**src/source/smc_lite_defs.svh**
```systemverilog
// Shared constants of the static memory controller
// Included by the package and by both pipeline stages
`ifndef SMC_DEFS_SVH
`define SMC_DEFS_SVH

// --------------------------------------------------------------------------
// Size codes, same encoding for transfer size and bank bus width
// --------------------------------------------------------------------------
`define SMC_SIZE_8        2'd0       // Byte
`define SMC_SIZE_16       2'd1       // Halfword
`define SMC_SIZE_32       2'd2       // Word, code 3 reserved

// --------------------------------------------------------------------------
// Sequencer state encodings
// --------------------------------------------------------------------------
`define SMC_ST_IDLE       2'd0       // Waiting for req
`define SMC_ST_RW         2'd1       // External access, chip select phase
`define SMC_ST_TURN       2'd2       // Gap between accesses
`define SMC_ST_ACK        2'd3       // Holding ack until req drops

// Extra cycles per external access, 0 to 7
`define SMC_WAIT_STATES   1

`endif
```
**src/source/smc_lite_pkg.sv**
```systemverilog
// Types shared by the static memory controller stages and their interface
// Referenced by scoped name only
`include "smc_lite_defs.svh"

package smc_lite_pkg;

   // -----------------------------------------------------------------------
   // Width types
   // -----------------------------------------------------------------------
   typedef logic [31:0] addr_t;        // Byte address
   typedef logic [1:0]  size_t;        // Size code, see defs header
   typedef logic [3:0]  be_n_t;        // Byte enables, active low
   typedef logic [1:0]  access_cnt_t;  // Accesses left after the current one
   typedef logic [2:0]  wait_cnt_t;    // Wait-state counter

   // -----------------------------------------------------------------------
   // Sequencer FSM
   // -----------------------------------------------------------------------
   typedef enum logic [1:0]
   {
      SMC_IDLE = `SMC_ST_IDLE,
      SMC_RW   = `SMC_ST_RW,
      SMC_TURN = `SMC_ST_TURN,
      SMC_ACK  = `SMC_ST_ACK
   } smc_state_t;

endpackage

```
**src/source/smc_access_if.sv**
```systemverilog
// Per-access control from the sequencer to the address stage
// Sequencer drives through seq, address stage reads through addr
interface smc_access_if;

   logic                        valid_access;  // Start of request, one cycle
   smc_lite_pkg::addr_t         req_addr;      // Host address, valid with valid_access
   logic                        cs;            // Host chip select, same timing
   smc_lite_pkg::size_t         xfer_size;     // Held for the whole request
   smc_lite_pkg::size_t         bus_size;      // Held for the whole request
   smc_lite_pkg::access_cnt_t   num_access;    // Accesses left after this one
   logic                        done;          // Last cycle of an access
   logic                        rw_next;       // Next state is SMC_RW

   modport seq
   (
      output valid_access, req_addr, cs, xfer_size, bus_size,
      output num_access, done, rw_next
   );

   modport addr
   (
      input  valid_access, req_addr, cs, xfer_size, bus_size,
      input  num_access, done, rw_next
   );

endinterface

```
**src/source/smc_lite.sv**
```systemverilog
// Top level of the static memory controller with plain host and memory ports
// Sequencer feeds the address stage through smc_access_if
module smc_lite
(
   input  logic                  sys_clk19,
   input  logic                  n_sys_reset19,
   // Host request, four-phase handshake
   input  logic                  req,
   output logic                  ack,
   input  smc_lite_pkg::addr_t   addr,
   input  smc_lite_pkg::size_t   xfer_size,
   input  smc_lite_pkg::size_t   bus_size,
   input  logic                  cs,
   input  logic                  write,
   // External memory
   output smc_lite_pkg::addr_t   smc_addr,
   output smc_lite_pkg::be_n_t   smc_n_be,
   output logic                  smc_n_cs,
   output logic                  smc_n_we
);

   smc_access_if i_acc ();       // Stage one to stage two

   smc_access_seq i_smc_access_seq
   (
      .sys_clk19     (sys_clk19),
      .n_sys_reset19 (n_sys_reset19),
      .req           (req),
      .ack           (ack),
      .addr          (addr),
      .xfer_size     (xfer_size),
      .bus_size      (bus_size),
      .cs            (cs),
      .write         (write),
      .smc_n_we      (smc_n_we),
      .acc           (i_acc.seq)
   );

   smc_addr_lite i_smc_addr_lite
   (
      .sys_clk19     (sys_clk19),
      .n_sys_reset19 (n_sys_reset19),
      .acc           (i_acc.addr),
      .smc_addr      (smc_addr),
      .smc_n_be      (smc_n_be),
      .smc_n_cs      (smc_n_cs)
   );

endmodule

```
**src/source/smc_addr_lite.sv**
```systemverilog
// Stage two of the controller: registered external address, chip select
// and byte enables, low address bits stepped per access, little-endian
`include "smc_lite_defs.svh"

module smc_addr_lite
(
   input  logic                  sys_clk19,
   input  logic                  n_sys_reset19,
   smc_access_if.addr            acc,
   output smc_lite_pkg::addr_t   smc_addr,
   output smc_lite_pkg::be_n_t   smc_n_be,
   output logic                  smc_n_cs
);

   logic                  r_cs;        // Stored chip select
   logic                  v_cs;        // Validated chip select
   logic [1:0]            r_addr;      // Stored low address bits
   logic [1:0]            v_addr;      // Validated low address bits
   logic [1:0]            first_low;   // Low bits of the first access
   logic [1:0]            next_low;    // Low bits of the following access
   smc_lite_pkg::be_n_t   n_be;        // Unregistered byte enables

   // -----------------------------------------------------------------------
   // Chip select and low address store
   // -----------------------------------------------------------------------
   always_ff @(posedge sys_clk19 or negedge n_sys_reset19)
   begin
      if (!n_sys_reset19)
      begin
         r_cs   <= 1'b0;
         r_addr <= 2'd0;
      end
      else if (acc.valid_access)
      begin
         r_cs   <= acc.cs;
         r_addr <= acc.req_addr[1:0];
      end
   end

   assign v_cs   = acc.valid_access ? acc.cs : r_cs;
   assign v_addr = acc.valid_access ? acc.req_addr[1:0] : r_addr;

   // -----------------------------------------------------------------------
   // Address stepping, highest lane first
   // -----------------------------------------------------------------------
   always_comb
   begin
      case ({acc.xfer_size, acc.bus_size})
         {`SMC_SIZE_32, `SMC_SIZE_32} : first_low = 2'b00;
         {`SMC_SIZE_32, `SMC_SIZE_16} : first_low = 2'b10;               // Upper half
         {`SMC_SIZE_32, `SMC_SIZE_8}  : first_low = 2'b11;               // Top byte
         {`SMC_SIZE_16, `SMC_SIZE_32},
         {`SMC_SIZE_16, `SMC_SIZE_16} : first_low = {acc.req_addr[1], 1'b0};
         {`SMC_SIZE_16, `SMC_SIZE_8}  : first_low = {acc.req_addr[1], 1'b1};
         default                      : first_low = acc.req_addr[1:0];  // Byte transfer
      endcase
   end

   // num_access here still counts the access that follows
   always_comb
   begin
      case ({acc.xfer_size, acc.bus_size})
         {`SMC_SIZE_32, `SMC_SIZE_16} : next_low = 2'b00;
         {`SMC_SIZE_32, `SMC_SIZE_8}  : next_low = acc.num_access - 2'd1;  // 10, 01, 00
         {`SMC_SIZE_16, `SMC_SIZE_8}  : next_low = {r_addr[1], 1'b0};
         default                      : next_low = smc_addr[1:0];        // Single access
      endcase
   end

   always_ff @(posedge sys_clk19 or negedge n_sys_reset19)
   begin
      if (!n_sys_reset19)
         smc_addr <= '0;
      else if (acc.valid_access)
         smc_addr <= {acc.req_addr[31:2], first_low};
      else if (acc.done && (acc.num_access != 2'd0))
         smc_addr[1:0] <= next_low;                    // Upper bits held
   end

   // -----------------------------------------------------------------------
   // Byte enable decode
   // -----------------------------------------------------------------------
   always_comb
   begin
      n_be = 4'b1111;
      if (v_cs)
      begin
         case ({acc.xfer_size, acc.bus_size})
            {`SMC_SIZE_32, `SMC_SIZE_32} : n_be = 4'b0000;   // Full word
            {`SMC_SIZE_32, `SMC_SIZE_16},
            {`SMC_SIZE_16, `SMC_SIZE_16} : n_be = 4'b1100;   // Low halfword lanes
            {`SMC_SIZE_32, `SMC_SIZE_8},
            {`SMC_SIZE_16, `SMC_SIZE_8},
            {`SMC_SIZE_8,  `SMC_SIZE_8}  : n_be = 4'b1110;   // Lane 0 only
            {`SMC_SIZE_16, `SMC_SIZE_32} :
               n_be = v_addr[1] ? 4'b0011 : 4'b1100;
            {`SMC_SIZE_8,  `SMC_SIZE_16} :
               n_be = v_addr[0] ? 4'b1101 : 4'b1110;         // Odd byte on lane 1
            {`SMC_SIZE_8,  `SMC_SIZE_32} :
               n_be = ~(4'b0001 << v_addr);                  // Lane from low bits
            default                      : n_be = 4'b1111;   // Reserved size code
         endcase
      end
   end

   // -----------------------------------------------------------------------
   // Registered outputs, one cycle behind rw_next
   // -----------------------------------------------------------------------
   always_ff @(posedge sys_clk19 or negedge n_sys_reset19)
   begin
      if (!n_sys_reset19)
      begin
         smc_n_cs <= 1'b1;
         smc_n_be <= 4'hF;
      end
      else if (acc.rw_next)
      begin
         smc_n_cs <= !v_cs;
         smc_n_be <= n_be;
      end
      else
      begin
         smc_n_cs <= 1'b1;                 // Gap between accesses
         smc_n_be <= 4'hF;
      end
   end

   // An active chip select always has at least one lane
   a_cs_has_lane : assert property (@(posedge sys_clk19) disable iff (!n_sys_reset19)
      !smc_n_cs |-> (smc_n_be != 4'hF));

   // Halfword bank keeps the upper lanes off
   a_bus16_lanes : assert property (@(posedge sys_clk19) disable iff (!n_sys_reset19)
      ($past(acc.bus_size) == `SMC_SIZE_16) |-> (&smc_n_be[3:2]));

endmodule

```
**src/source/smc_access_seq.sv**
```systemverilog
// Stage one of the controller: host req/ack handshake and access FSM
// Splits each request into 1, 2 or 4 external accesses
`include "smc_lite_defs.svh"

module smc_access_seq
(
   input  logic                  sys_clk19,
   input  logic                  n_sys_reset19,
   input  logic                  req,
   output logic                  ack,
   input  smc_lite_pkg::addr_t   addr,
   input  smc_lite_pkg::size_t   xfer_size,
   input  smc_lite_pkg::size_t   bus_size,
   input  logic                  cs,
   input  logic                  write,
   output logic                  smc_n_we,
   smc_access_if.seq             acc
);

   smc_lite_pkg::smc_state_t     state;           // Current FSM state
   smc_lite_pkg::smc_state_t     next_state;
   smc_lite_pkg::size_t          r_xfer_size;     // Captured sizes
   smc_lite_pkg::size_t          r_bus_size;
   logic                         r_write;         // Captured write flag
   logic                         v_write;         // Validated write flag
   logic                         valid_access;
   logic                         done;
   logic                         rw_next;
   logic                         last_wait;       // Final wait cycle
   smc_lite_pkg::access_cnt_t    r_num_access;    // Accesses still to run
   smc_lite_pkg::access_cnt_t    new_num_access;  // Decoded from size pair
   smc_lite_pkg::wait_cnt_t      wait_cnt;

   // -----------------------------------------------------------------------
   // Request capture and access count
   // -----------------------------------------------------------------------
   assign valid_access = (state == smc_lite_pkg::SMC_IDLE) && req;

   always_comb
   begin
      case ({xfer_size, bus_size})
         {`SMC_SIZE_32, `SMC_SIZE_8}  : new_num_access = 2'd3;   // Four bytes
         {`SMC_SIZE_32, `SMC_SIZE_16} : new_num_access = 2'd1;   // Two halfwords
         {`SMC_SIZE_16, `SMC_SIZE_8}  : new_num_access = 2'd1;   // Two bytes
         default                      : new_num_access = 2'd0;   // Single access
      endcase
   end

   always_ff @(posedge sys_clk19 or negedge n_sys_reset19)
   begin
      if (!n_sys_reset19)
      begin
         r_xfer_size <= `SMC_SIZE_8;
         r_bus_size  <= `SMC_SIZE_8;
         r_write     <= 1'b0;
      end
      else if (valid_access)
      begin
         r_xfer_size <= xfer_size;
         r_bus_size  <= bus_size;
         r_write     <= write;
      end
   end

   // Live inputs during valid_access, stored copy afterwards
   assign v_write = valid_access ? write : r_write;

   // -----------------------------------------------------------------------
   // Access FSM
   // -----------------------------------------------------------------------
   assign last_wait = (wait_cnt == smc_lite_pkg::wait_cnt_t'(`SMC_WAIT_STATES));
   assign done      = (state == smc_lite_pkg::SMC_RW) && last_wait;
   assign rw_next   = (next_state == smc_lite_pkg::SMC_RW);

   always_comb
   begin
      next_state = state;
      case (state)
         smc_lite_pkg::SMC_IDLE :
            if (valid_access)
               next_state = smc_lite_pkg::SMC_RW;
         smc_lite_pkg::SMC_RW :
            if (last_wait)                   // Access ends this cycle
               next_state = (r_num_access == 2'd0) ? smc_lite_pkg::SMC_ACK
                                                   : smc_lite_pkg::SMC_TURN;
         smc_lite_pkg::SMC_TURN :
            next_state = smc_lite_pkg::SMC_RW;
         smc_lite_pkg::SMC_ACK :
            if (!req)                        // Host finished the handshake
               next_state = smc_lite_pkg::SMC_IDLE;
         default :
            next_state = smc_lite_pkg::SMC_IDLE;
      endcase
   end

   always_ff @(posedge sys_clk19 or negedge n_sys_reset19)
   begin
      if (!n_sys_reset19)
      begin
         state        <= smc_lite_pkg::SMC_IDLE;
         wait_cnt     <= '0;
         r_num_access <= '0;
         ack          <= 1'b0;
         smc_n_we     <= 1'b1;
      end
      else
      begin
         state <= next_state;
         if ((state == smc_lite_pkg::SMC_RW) && !last_wait)
            wait_cnt <= wait_cnt + 3'd1;          // Count wait states
         else
            wait_cnt <= '0;
         if (valid_access)
            r_num_access <= new_num_access;
         else if (done && (r_num_access != 2'd0))
            r_num_access <= r_num_access - 2'd1;  // One access retired
         ack      <= (next_state == smc_lite_pkg::SMC_ACK);
         smc_n_we <= !(rw_next && v_write);       // Aligned with smc_n_cs
      end
   end

   // -----------------------------------------------------------------------
   // Interface drive
   // -----------------------------------------------------------------------
   assign acc.valid_access = valid_access;
   assign acc.req_addr     = addr;
   assign acc.cs           = cs;
   assign acc.xfer_size    = valid_access ? xfer_size : r_xfer_size;
   assign acc.bus_size     = valid_access ? bus_size : r_bus_size;
   assign acc.num_access   = valid_access ? new_num_access : r_num_access;
   assign acc.done         = done;
   assign acc.rw_next      = rw_next;

   // No new request while the previous one is still acknowledged
   a_ack_excl_valid : assert property (@(posedge sys_clk19) disable iff (!n_sys_reset19)
      !(ack && valid_access));

   // done only in SMC_RW, and the FSM leaves SMC_RW right after it
   a_done_in_rw : assert property (@(posedge sys_clk19) disable iff (!n_sys_reset19)
      done |-> (state == smc_lite_pkg::SMC_RW) ##1 (state != smc_lite_pkg::SMC_RW));

endmodule

```
**config.mk**
```make
export PLATFORM = sky130hd
export DESIGN_NAME = smc_lite
export DESIGN_NICKNAME = d
export VERILOG_FILES = /design/src/source/smc_lite_pkg.sv /design/src/source/smc_access_if.sv /design/src/source/smc_lite.sv /design/src/source/smc_addr_lite.sv /design/src/source/smc_access_seq.sv
export VERILOG_INCLUDE_DIRS = /design/src /design/src/source
export SDC_FILE = /design/constraint.sdc
export NUM_CORES = 1
export LEC_CHECK = 0
export BUFFER_PORTS_ARGS = -buffer_cell sky130_fd_sc_hd__buf_2
export CORE_MARGIN = 2
export CORE_UTILIZATION = 34
export CTS_CLUSTER_DIAMETER = 200
export DETAILED_ROUTE_END_ITERATION = 6
export PLACE_DENSITY = 0.55
export SETUP_SLACK_MARGIN = 0.3
export SLEW_MARGIN = 20
export SYNTH_ARGS = -nofsm -noshare
export SYNTH_HDL_FRONTEND = slang
export SYNTH_SLANG_ARGS = --single-unit
```
**constraint.sdc**
```tcl
create_clock -name sys_clk19 -period 5.8 [get_ports sys_clk19]
set_input_delay 0.58 -clock sys_clk19 [delete_from_list [all_inputs] [get_ports sys_clk19]]
set_output_delay 0.58 -clock sys_clk19 [all_outputs]
set_load 0.01 [all_outputs]
```
==> results of run 1 <==
registers in the layout (all words and copies together) (netlist names):
register                       count
i_smc_addr_lite.r_addr             2
i_smc_access_seq.r_write           1
i_smc_access_seq.state             2
i_smc_access_seq.ack               1
i_smc_addr_lite.smc_n_be           4
i_smc_access_seq.r_xfer_size       2
i_smc_addr_lite.smc_addr          32
i_smc_access_seq.r_bus_size        2
i_smc_access_seq.wait_cnt          3
i_smc_addr_lite.smc_n_cs           1
i_smc_addr_lite.r_cs               1
i_smc_access_seq.r_num_access      2
i_smc_access_seq.smc_n_we          1
cells in the mapped netlist, types with 2 or more instances:
library cell / count / area, um2
a211oi_1: 4 / 30.0
a21o_1: 2 / 15.0
a21oi_1: 10 / 50.1
a221oi_1: 2 / 17.5
a31oi_1: 2 / 12.5
buf_2: 11 / 55.1
buf_4: 2 / 15.0
buf_6: 4 / 45.0
dfrtp_1: 48 / 1200
dfstp_2: 6 / 158
ha_1: 4 / 50.1
inv_1: 9 / 33.8
mux2i_1: 3 / 30.0
nand2_1: 110 / 413
nand2b_1: 4 / 25.0
nand3_1: 4 / 20.0
nand3b_1: 2 / 15.0
nor2_1: 13 / 48.8
nor2b_1: 5 / 31.3
nor3_1: 3 / 15.0
nor3b_1: 3 / 22.5
o211a_1: 4 / 40.0
o211ai_1: 2 / 15.0
o211ai_2: 2 / 25.0
o21ai_0: 8 / 40.0
o31ai_1: 2 / 15.0
or4b_1: 2 / 20.0
xor2_1: 3 / 26.3
power by group through the flow:
stage               Combinational, uW  Sequential [uW]  Clock [uW]
floorplan                         402              702           0
global placement                  637              679           0
detailed placement                646              678           0
CTS                               648              673         261
global route                      720              697         273
finish                            634              672         249
critical path: stages (launching register included):
cell	delay (ns)
dfrtp_1	0.52
or3b_4	0.67
nor3_1	0.33
a21oi_1	0.08
ha_1	0.22
nor3b_1	0.19
o211ai_1	0.17
o21a_1	0.20
o31a_1	0.26
path summary, 6_finish.rpt:
| path | startpoint | to | depth (start not counted) |
|---|---|---|---|
| worst min register to register | i_smc_addr_lite.smc_addr[23] | i_smc_addr_lite.smc_addr[23] | 2 |
| worst max-delay path | i_smc_access_seq.state[1] | i_smc_addr_lite.smc_addr[1] | 8 |
| worst max register to register | i_smc_access_seq.state[1] | i_smc_addr_lite.smc_addr[1] | 8 |
| worst min-delay path | n_sys_reset19 | i_smc_addr_lite.smc_addr[1] | 2 |
| max in group asynchronous | n_sys_reset19 | i_smc_access_seq.r_bus_size[0] | 2 |
| min in group sys_clk19 | addr[12] | i_smc_addr_lite.smc_addr[12] | 3 |
metal layers:
layer / wire, um / part of all wire (%) / up-vias / GRT usage (%)
met5: 0 / 0 / - / 0
met4: 29 / 0.48 / 0 / 2.57
met1: 2880 / 48 / 1034 / 19.4
met3: 168 / 2.8 / 2 / 2.44
li1: - / - / 1113 / -
met2: 2960 / 49 / 31 / 23.4
per-stage QoR:
step           setup slack (ns)  total power (uW)  instances  area [um2]
2_1_floorplan              3.36              1100        295        2690
3_3_place_gp               2.94              1320        460        3110
3_5_place_dp               2.85              1320        460        3110
4_1_cts                    3.01              1580        468        3220
5_1_grt                    2.79              1690        468        3220
6_report                   3.05              1560        468        3220
cell type report:
| class | count | area (um2) | area share, % |
|---|---|---|---|
| tap | 102 | 128 | 3.96 |
| clock inverter | 2 | 37.5 | 1.17 |
| sequential | 54 | 1360 | 42.2 |
| multi-input combinational | 214 | 1180 | 36.6 |
| inverter | 9 | 33.8 | 1.05 |
| timing repair buffer | 81 | 410 | 12.7 |
| clock buffer | 6 | 72.6 | 2.25 |
logic make-up after synthesis:
family | Yosys count
mux | 5
compound gates | 44
flops | 54
simple gates | 157
xor+xnor | 4
fa+ha+maj | 4
buf+inv | 27
==> out/results.ini, run 1 <==
[global_route]
grt_pass1_vias = 2082
antenna_found_initial = 0
grt_max_degree = 55
grt_pass1_wl_um = 9850
gr-total-overflow = 0
grt_usage_pct = 14.0

[synthesis]
syn_area_mm2 = 0.00269
postSynthAreaPerCell_um2 = 9.12
synth_cells = 295
synth_nets = 340
yosys.cell_types.count = 49
synth_edf_count = 0
async_flop_share_pct = 100
ys_ff_latch = 54
muxShareOfSynthArea_pct = 2.09
synth-compound-area-share_pct = 11.8
synth_xor_area_share_pct = 1.30
synth_adder_area_share_pct = 1.86
ys.flop_type = dfrtp_1
ys_seq_area_share_pct = 50.5
yosys_warnings = 0
synthSimpleGateAreaFrac_pct = 26.8
synth_top_family_by_area = simple AND/OR/NAND/NOR gates

[critical_path]
critical_path_class = flop to flop
critPathRequiredTime_ns = 5.99
cp.arrival_ns = 2.94
cp-end-kind = flop
path_max_fanout = 48
rrSetupSlack_ns = 3.05
cp-start-kind = flop

[layout]
final_common_cell = nand2_1
layout_common_cells = nand2_1 (110), buf_2 (79), dfrtp_1 (48), nor2_1 (13), a21oi_1 (10)
num_antenna_cells = 0
nets = 410
area_growth_syn_to_layout_pct = 19.7
fin_util_pct = 41.9
drive_gt1_share_pct = 29.0
fillCellCount = 811

[clock_network]
numCtsBuffers = 5
cts.clk_slew.worst_paths_ns = 0.09
cts_sinks = 54
cts-root-buf = clkbuf_8
clock_path_buffers = 2
cts_tree = yes
cts_hold_buffers = 0
clock_latency_ns = 0.30
h-tree-depth = 2
cts_setup_buffers = 0
cts_resized = 0

[floorplanning]
fp.dieH_um = 93.0
initial_core_util_pct = 35.0
die_area_mm2 = 0.00864
die_w_um = 93.0
ios = 80
core_mm2 = 0.00769
row_count = 32

[placed_design]
hpwlAfterDp_um = 4190
numPortBuffers = 79
place_congestion = 0.785

[detailed_routing]
drt-initial-drc-count = 104
wl_per_cell_um = 12.9
ant_nets = 0
vias = 2180
route.detailed.drc = 0
first_pass_iters = 4
viasPerCell = 4.66
wl_um = 6040

[pwr]
power-per-cell-area_mw_per_mm2 = 483
p_sw_share_pct = 38.6
ir_worst_vdd_uv = 191
combPwrFrac_pct = 40.8
p_sw_uw = 600
leakagePower_uw = 0.00166
seqPwrFrac_pct = 43.2
pwr-share-clk_pct = 16.0
p_int_uw = 955

[run_status]
status = completed

[sta]
skew_ns = 0.00825
hold_ws_ns = 0.388
worstMarginPinSlew_ns = 0.689
maxSlewHeadroom_pct = 54.1
slew_viol_final = 0
rsz0062_at_grt = false
finalCritPeriodShare_pct = 47.5
setup_viol = 0
fmax_ghz = 0.363
fin_crit_ns = 2.75
hold_viol_final = 0
setup_tns_ns = 0

[min_path]
min_path_type = primary input to async pin

[run]
cap_violations = 0

Power figures use the tool's default switching activity.
==> run 2, diff against run 1 <==
PLACE_DENSITY = 0.57   (was 0.55)
clock period = 2.2 ns   (was 5.8 ns; I/O delays follow)
==> run 2 against run 1 <==
- fmax is 28% higher
- via count grew 2.3%
- worst hold slack worse by 0.30 ns
- clock skew fell by 0.0038 ns
- utilization increased by 1.1 points
- final cell count increased by 1.9%
- critical path depth unchanged
- non-clock buffer count rose by 9
- clock power grew 140%
==> out/results.ini, run 2 (same netlist as run 1, synthesis figures left out) <==
[run_status]
status = completed

[layout]
post-route-cell-area_mm2 = 0.00331  ; +2.7%
num_antenna_cells = 0  ; unchanged
fillCellCount = 822  ; +1.4%
nets = 419  ; +2.2%
layout_common_cells = nand2_1 (110), buf_2 (79), dfrtp_1 (48), nor2_1 (13), a21oi_1 (10)
final_common_cell = nand2_1
top_register = i_smc_addr_lite.smc_addr
largest_reg_flops = 32  ; unchanged
area_growth_syn_to_layout_pct = 22.9
top_regs = i_smc_addr_lite.smc_addr: 32 flops, i_smc_addr_lite.smc_n_be: 4 flops, i_smc_access_seq.wait_cnt: 3 flops
drive_gt1_share_pct = 31.5  ; +2.5 points

[run]
cap_violations = 0  ; unchanged

[clock_network]
numCtsBuffers = 5  ; unchanged
cts_tree = yes
cts_sinks = 54  ; unchanged
h-tree-depth = 2  ; unchanged
cts_setup_buffers = 0  ; unchanged
clock_latency_ns = 0.30  ; about the same
cts.clk_slew.worst_paths_ns = 0.10  ; about the same
clock_path_buffers = 2  ; unchanged
cts-root-buf = clkbuf_8

[sta]
worstMarginPinSlew_ns = 0.585  ; -0.104 ns
fmax_ghz = 0.465  ; +28%
maxSlewHeadroom_pct = 61.0  ; +6.9 points
fin_crit_ns = 2.15  ; -0.603 ns
finalCritPeriodShare_pct = 97.8  ; +50 points
slew_viol_final = 0  ; unchanged
skew_ns = 0.00448  ; -0.00377 ns
hold_ws_ns = 0.0911  ; -0.296 ns
rsz0062_at_grt = true
setup_viol = 0  ; unchanged
hold_viol_final = 0  ; unchanged

[global_route]
antenna_found_initial = 0  ; unchanged
gr-total-overflow = 0  ; unchanged
grt_pass1_vias = 2166  ; +4.0%
grt_max_degree = 47  ; -15%
grt_usage_pct = 14.5  ; +0.50 points
grt_pass1_wl_um = 10100  ; +2.9%

[detailed_routing]
route.detailed.drc = 0  ; unchanged
drt-initial-drc-count = 94  ; -9.6%
vias = 2230  ; +2.3%
wl_um = 6030  ; about the same
wl_per_cell_um = 12.6  ; -1.9%
ant_nets = 0  ; unchanged
first_pass_iters = 4  ; unchanged
viasPerCell = 4.68  ; +0.36%

[floorplanning]
fp.dieH_um = 93.0  ; unchanged
die_area_mm2 = 0.00864  ; unchanged
core_mm2 = 0.00769  ; unchanged
die_w_um = 93.0  ; unchanged
row_count = 32  ; unchanged
ios = 80  ; unchanged
initial_core_util_pct = 35.0  ; unchanged

[pwr]
power-per-cell-area_mw_per_mm2 = 1240  ; +160%
power_uw = 4090  ; +160%
ir_worst_vdd_uv = 484  ; +150%
leakagePower_uw = 0.00171  ; +3.2%

[critical_path]
r2r-start = i_smc_access_seq.state[0]
critPathRequiredTime_ns = 2.40  ; -3.59 ns
critical_path_class = flop to flop
rr_worst_depth = 8  ; unchanged
rrSetupSlack_ns = 0.05  ; -3.00 ns
path_max_fanout = 3  ; -94%
crit_end = i_smc_addr_lite.smc_addr[1]
cp.arrival_ns = 2.35  ; -0.59 ns
cp-start-kind = flop
critical_path.startpoint = i_smc_access_seq.state[0]
rr_endpoint = i_smc_addr_lite.smc_addr[1]
cp-end-kind = flop

[placed_design]
hpwlAfterDp_um = 4410  ; +5.3%
place_congestion = 0.729  ; -7.2%
numPortBuffers = 79  ; unchanged
placed_area_mm2 = 0.00319  ; +2.5%

[min_path]
min_path_type = primary input to flop
hp-start = addr[27]

==> run 2: layer usage <==
metal | vias up | GRT usage, % | share of wire, %
met1 | 1055 | 18.9 | 47
met3 | 4 | 3.01 | 3.5
met2 | 41 | 24.9 | 49
met5 | - | 0 | 0
met4 | 0 | 3.31 | 0.83
li1 | 1130 | - | -
==> run 2: layout make-up <==
type,instances,area [um2],share of cell area [%]
Sequential cell,54,1360,41.1
Multi-Input combinational cell,214,1200,36.2
Timing Repair Buffer,90,488,14.8
Tap cell,102,128,3.86
Clock buffer,6,82.6,2.50
Inverter,9,33.8,1.02
Clock inverter,2,17.5,0.530
==> run 2: what timing repair did <==
| action | in CTS | in global routing |
|---|---|---|
| pin swaps | 1 | 0 |
| setup endpoints to repair | 2 | 2 |
| hold buffers | 1 | 0 |
| gates resized for setup | 1 | 2 |
| endpoints found under the hold margin | 23 | 0 |
==> run 2: where the power goes <==
| group | internal (uW) | switching, uW | leakage (uW) |
|---|---|---|---|
| combinational | 770 | 983 | 0.00100 |
| sequential | 1450 | 287 | 0.000661 |
| clock | 260 | 338 | 0.0000514 |
==> run 2: worst min-delay path by stage <==
stage	slack [ns]	to	cells past startpoint
2_1_floorplan	-0.08	i_smc_access_seq.ack	0
3_3_place_gp	0.27	i_smc_addr_lite.smc_addr[0]	1
3_5_place_dp	0.27	i_smc_addr_lite.smc_addr[0]	1
4_1_cts	0.08	i_smc_addr_lite.smc_addr[27]	3
5_1_grt	0.08	i_smc_addr_lite.smc_addr[29]	3
6_report	0.09	i_smc_addr_lite.smc_addr[27]	3
==> run 2: per-stage QoR <==
step / setup WS (ns) / TNS [ns] / util [%] / cells
after CTS: 0.0489 / 0 / 43.0 / 477
after global placement: -0.0789 / -0.0789 / 41.5 / 468
after detailed placement: -0.125 / -0.125 / 41.5 / 468
final: 0.0489 / 0 / 43.0 / 477
after floorplan: -0.0484 / -0.0484 / - / 295
after global routing: -0.0555 / -0.0555 / 43.0 / 477
==> run 2: worst max-delay path: stages (launching register included) <==
cell and delay, ns:
dfrtp_1 0.39, or3b_4 0.45, nor4_4 0.17, a21oi_1 0.07, ha_2 0.19, nor3b_2 0.17
o211ai_1 0.13, o21a_1 0.21, o31a_1 0.26
==> run 3, diff against run 2 <==
--- a/config.mk
+++ b/config.mk
@@ -13,3 +13,3 @@
 export DETAILED_ROUTE_END_ITERATION = 6
-export PLACE_DENSITY = 0.57
+export PLACE_DENSITY = 0.55
 export SETUP_SLACK_MARGIN = 0.3
==> constraint.sdc (replaced) <==
create_clock -name sys_clk19 -period 2.8 [get_ports sys_clk19]
set_input_delay 0.14 -clock sys_clk19 [delete_from_list [all_inputs] [get_ports sys_clk19]]
set_output_delay 0.14 -clock sys_clk19 [all_outputs]
set_load 0.01 [all_outputs]
==> run 3 against run 2 <==
- sequential cell count stayed put
- final cell count is 0.42% lower
- critical path depth stayed put
- count of clock-buffer cells in the layout is 1 lower
- clock power is 3.7% higher
- critical path type unchanged
- largest power group is now sequential cells
==> out/results.ini, run 3 (same netlist as run 1, synthesis figures left out) <==
[floorplanning]
die_w_um = 93.0  ; unchanged
die_area_mm2 = 0.00864  ; unchanged
initial_core_util_pct = 35.0  ; unchanged
fp.dieH_um = 93.0  ; unchanged
row_count = 32  ; unchanged
ios = 80  ; unchanged
core_mm2 = 0.00769  ; unchanged

[min_path]
min_path_type = primary input to flop
min_path_cells = 3  ; unchanged
whs_endpoint = i_smc_addr_lite.smc_addr[20]
hp-start = addr[20]

[critical_path]
path_buf_inv = 0  ; unchanged
crit_family = simple AND/OR/NAND/NOR gates
path_max_fanout = 8  ; +5
rrSetupSlack_ns = 0.50  ; +0.45 ns
critPathSlowestCell = dfrtp_2
cp.arrival_ns = 2.49  ; +0.14 ns
cp-start-kind = flop
rr_worst_depth = 8  ; unchanged
cpPeakStageDelay_ns = 0.47  ; +0.02 ns
cp-end-kind = flop
rr_endpoint = i_smc_addr_lite.smc_addr[1]
crit_chain = or3b_4 > nor3_2 > a21oi_1 > ha_1 > nor3b_1 > o211ai_1 > o21a_1 > o31a_1
critical_path_class = flop to flop
r2r-start = i_smc_access_seq.state[0]
critPathRequiredTime_ns = 2.99  ; +0.59 ns

[sta]
fmax_ghz = 0.435  ; -6.5%
worstMarginPinSlew_ns = 0.694  ; +0.109 ns
hold_viol_final = 0  ; unchanged
maxSlewHeadroom_pct = 53.7  ; -7.3 points
slew_viol_final = 0  ; unchanged
rsz0062_at_grt = false
skew_ns = 0.00943  ; +0.00495 ns
setup_viol = 0  ; unchanged
fin_crit_ns = 2.30  ; +0.149 ns
setup_tns_ns = 0  ; unchanged
hold_ws_ns = 0.0149  ; -0.0762 ns
finalCritPeriodShare_pct = 82.1  ; -16 points

[detailed_routing]
ant_nets = 0  ; unchanged
wl_per_cell_um = 12.9  ; +2.2%
viasPerCell = 4.59  ; -1.7%
route.detailed.drc = 0  ; unchanged
first_pass_iters = 4  ; unchanged
vias = 2182  ; -2.2%
drt-initial-drc-count = 129  ; +37%
wl_um = 6140  ; +1.7%

[run_status]
status = completed

[clock_network]
cts_sinks = 54  ; unchanged
cts-root-buf = clkbuf_8
clock_path_buffers = 2  ; unchanged
cts_tree = yes
cts.clk_slew.worst_paths_ns = 0.10  ; about the same
numCtsBuffers = 5  ; unchanged
h-tree-depth = 2  ; unchanged
clock_latency_ns = 0.30  ; about the same

[global_route]
grt_max_degree = 55  ; +17%
gr-total-overflow = 0  ; unchanged
antenna_found_initial = 0  ; unchanged
grt_usage_pct = 14.7  ; +0.14 points
grt_pass1_wl_um = 10200  ; +1.1%
grt_pass1_vias = 2104  ; -2.9%

[pwr]
ir_worst_vdd_uv = 414  ; -15%
power-per-cell-area_mw_per_mm2 = 1010  ; -18%
power_uw = 3360  ; -18%
leakagePower_uw = 0.00171  ; -0.20%

[layout]
layout_common_cells = nand2_1 (110), buf_2 (79), dfrtp_1 (47), nor2_1 (13), a21oi_1 (10)
nets = 417  ; -0.48%
final_cells = 475  ; -0.42%
drive_gt1_share_pct = 30.3  ; -1.2 points
num_antenna_cells = 0  ; unchanged
area_growth_syn_to_layout_pct = 23.3
top_regs = i_smc_addr_lite.smc_addr: 32 flops, i_smc_addr_lite.smc_n_be: 4 flops, i_smc_access_seq.wait_cnt: 3 flops
post-route-cell-area_mm2 = 0.00332  ; +0.34%
final_common_cell = nand2_1
largest_reg_flops = 32  ; unchanged
top_register = i_smc_addr_lite.smc_addr

[placed_design]
place_congestion = 0.788  ; +8.1%
placed_area_mm2 = 0.00312  ; -2.0%
numPortBuffers = 79  ; unchanged
hpwlAfterDp_um = 4220  ; -4.4%
dp.cells = 462  ; -1.3%

[run]
cap_violations = 0  ; unchanged

-- run 3: changes by cell type in the layout (fill, tap and decap cells not counted), sizes merged --
cell         previous run  this run
clkbuf                  6         5
dlygate4sd3             1         3
buf                    89        85
clkinv                  2         1
bufinv                  0         2
-- run 3: layout make-up --
class	count	area (um2)
clock inverter	3	68.8
timing repair buffer	88	474
sequential	54	1360
tap	102	128
fill	780	4370
multi-input combinational	214	1180
clock buffer	5	68.8
inverter	9	33.8
-- run 3: stage by stage --
stage	setup WS [ns]	util, %
final	0.500	43.1
after global routing	0.350	43.1
after CTS	0.305	42.8
after detailed placement	0.303	40.6
after global placement	0.358	40.6
after floorplan	0.427	-
-- run 3: worst register-to-register path, delay by kind of cell, from the launching register on --
| kind | cells | cell delay, ns |
|---|---|---|
| AO/OA/AOI/OAI | 4 | 0.68 |
| adder cells (fa/ha/maj) | 1 | 0.21 |
| flip-flops | 1 | 0.47 |
| AND/OR/NAND/NOR | 3 | 0.84 |
-- run 3: power by group --
group          switching (uW)  total (uW)  internal [uW]
Sequential                236        1380           1140
Clock                     262         620            358
Combinational             765        1360            596
Total                    1260        3360           2090
-- run 3: how the worst max path moves through the flow --
stage	from	endpoint	cells after the start
after global routing	i_smc_access_seq.state[0]	i_smc_addr_lite.smc_addr[1]	8
after global placement	i_smc_access_seq.state[0]	i_smc_addr_lite.smc_addr[1]	8
after floorplan	i_smc_access_seq.state[0]	i_smc_addr_lite.smc_addr[1]	10
after detailed placement	i_smc_access_seq.state[0]	i_smc_addr_lite.smc_addr[1]	8
after CTS	i_smc_access_seq.state[0]	i_smc_addr_lite.smc_addr[1]	8
final	i_smc_access_seq.state[0]	i_smc_addr_lite.smc_addr[1]	8
-- run 3: timing repair --
action / in CTS / in global routing
setup buffers: 0 / 2
gates resized for setup: 0 / 3
endpoints found under the setup margin: 0 / 2
hold endpoints to repair: 47 / 0
hold buffers: 3 / 0
-- run 3: layer usage --
metal  part of all wire [%]  wire length, um  GRT usage (%)
met5                      0                0              0
met1                     46             2830           20.2
met2                     50             3070           24.3
met4                   0.47               29           3.19
met3                    3.4              206           2.60
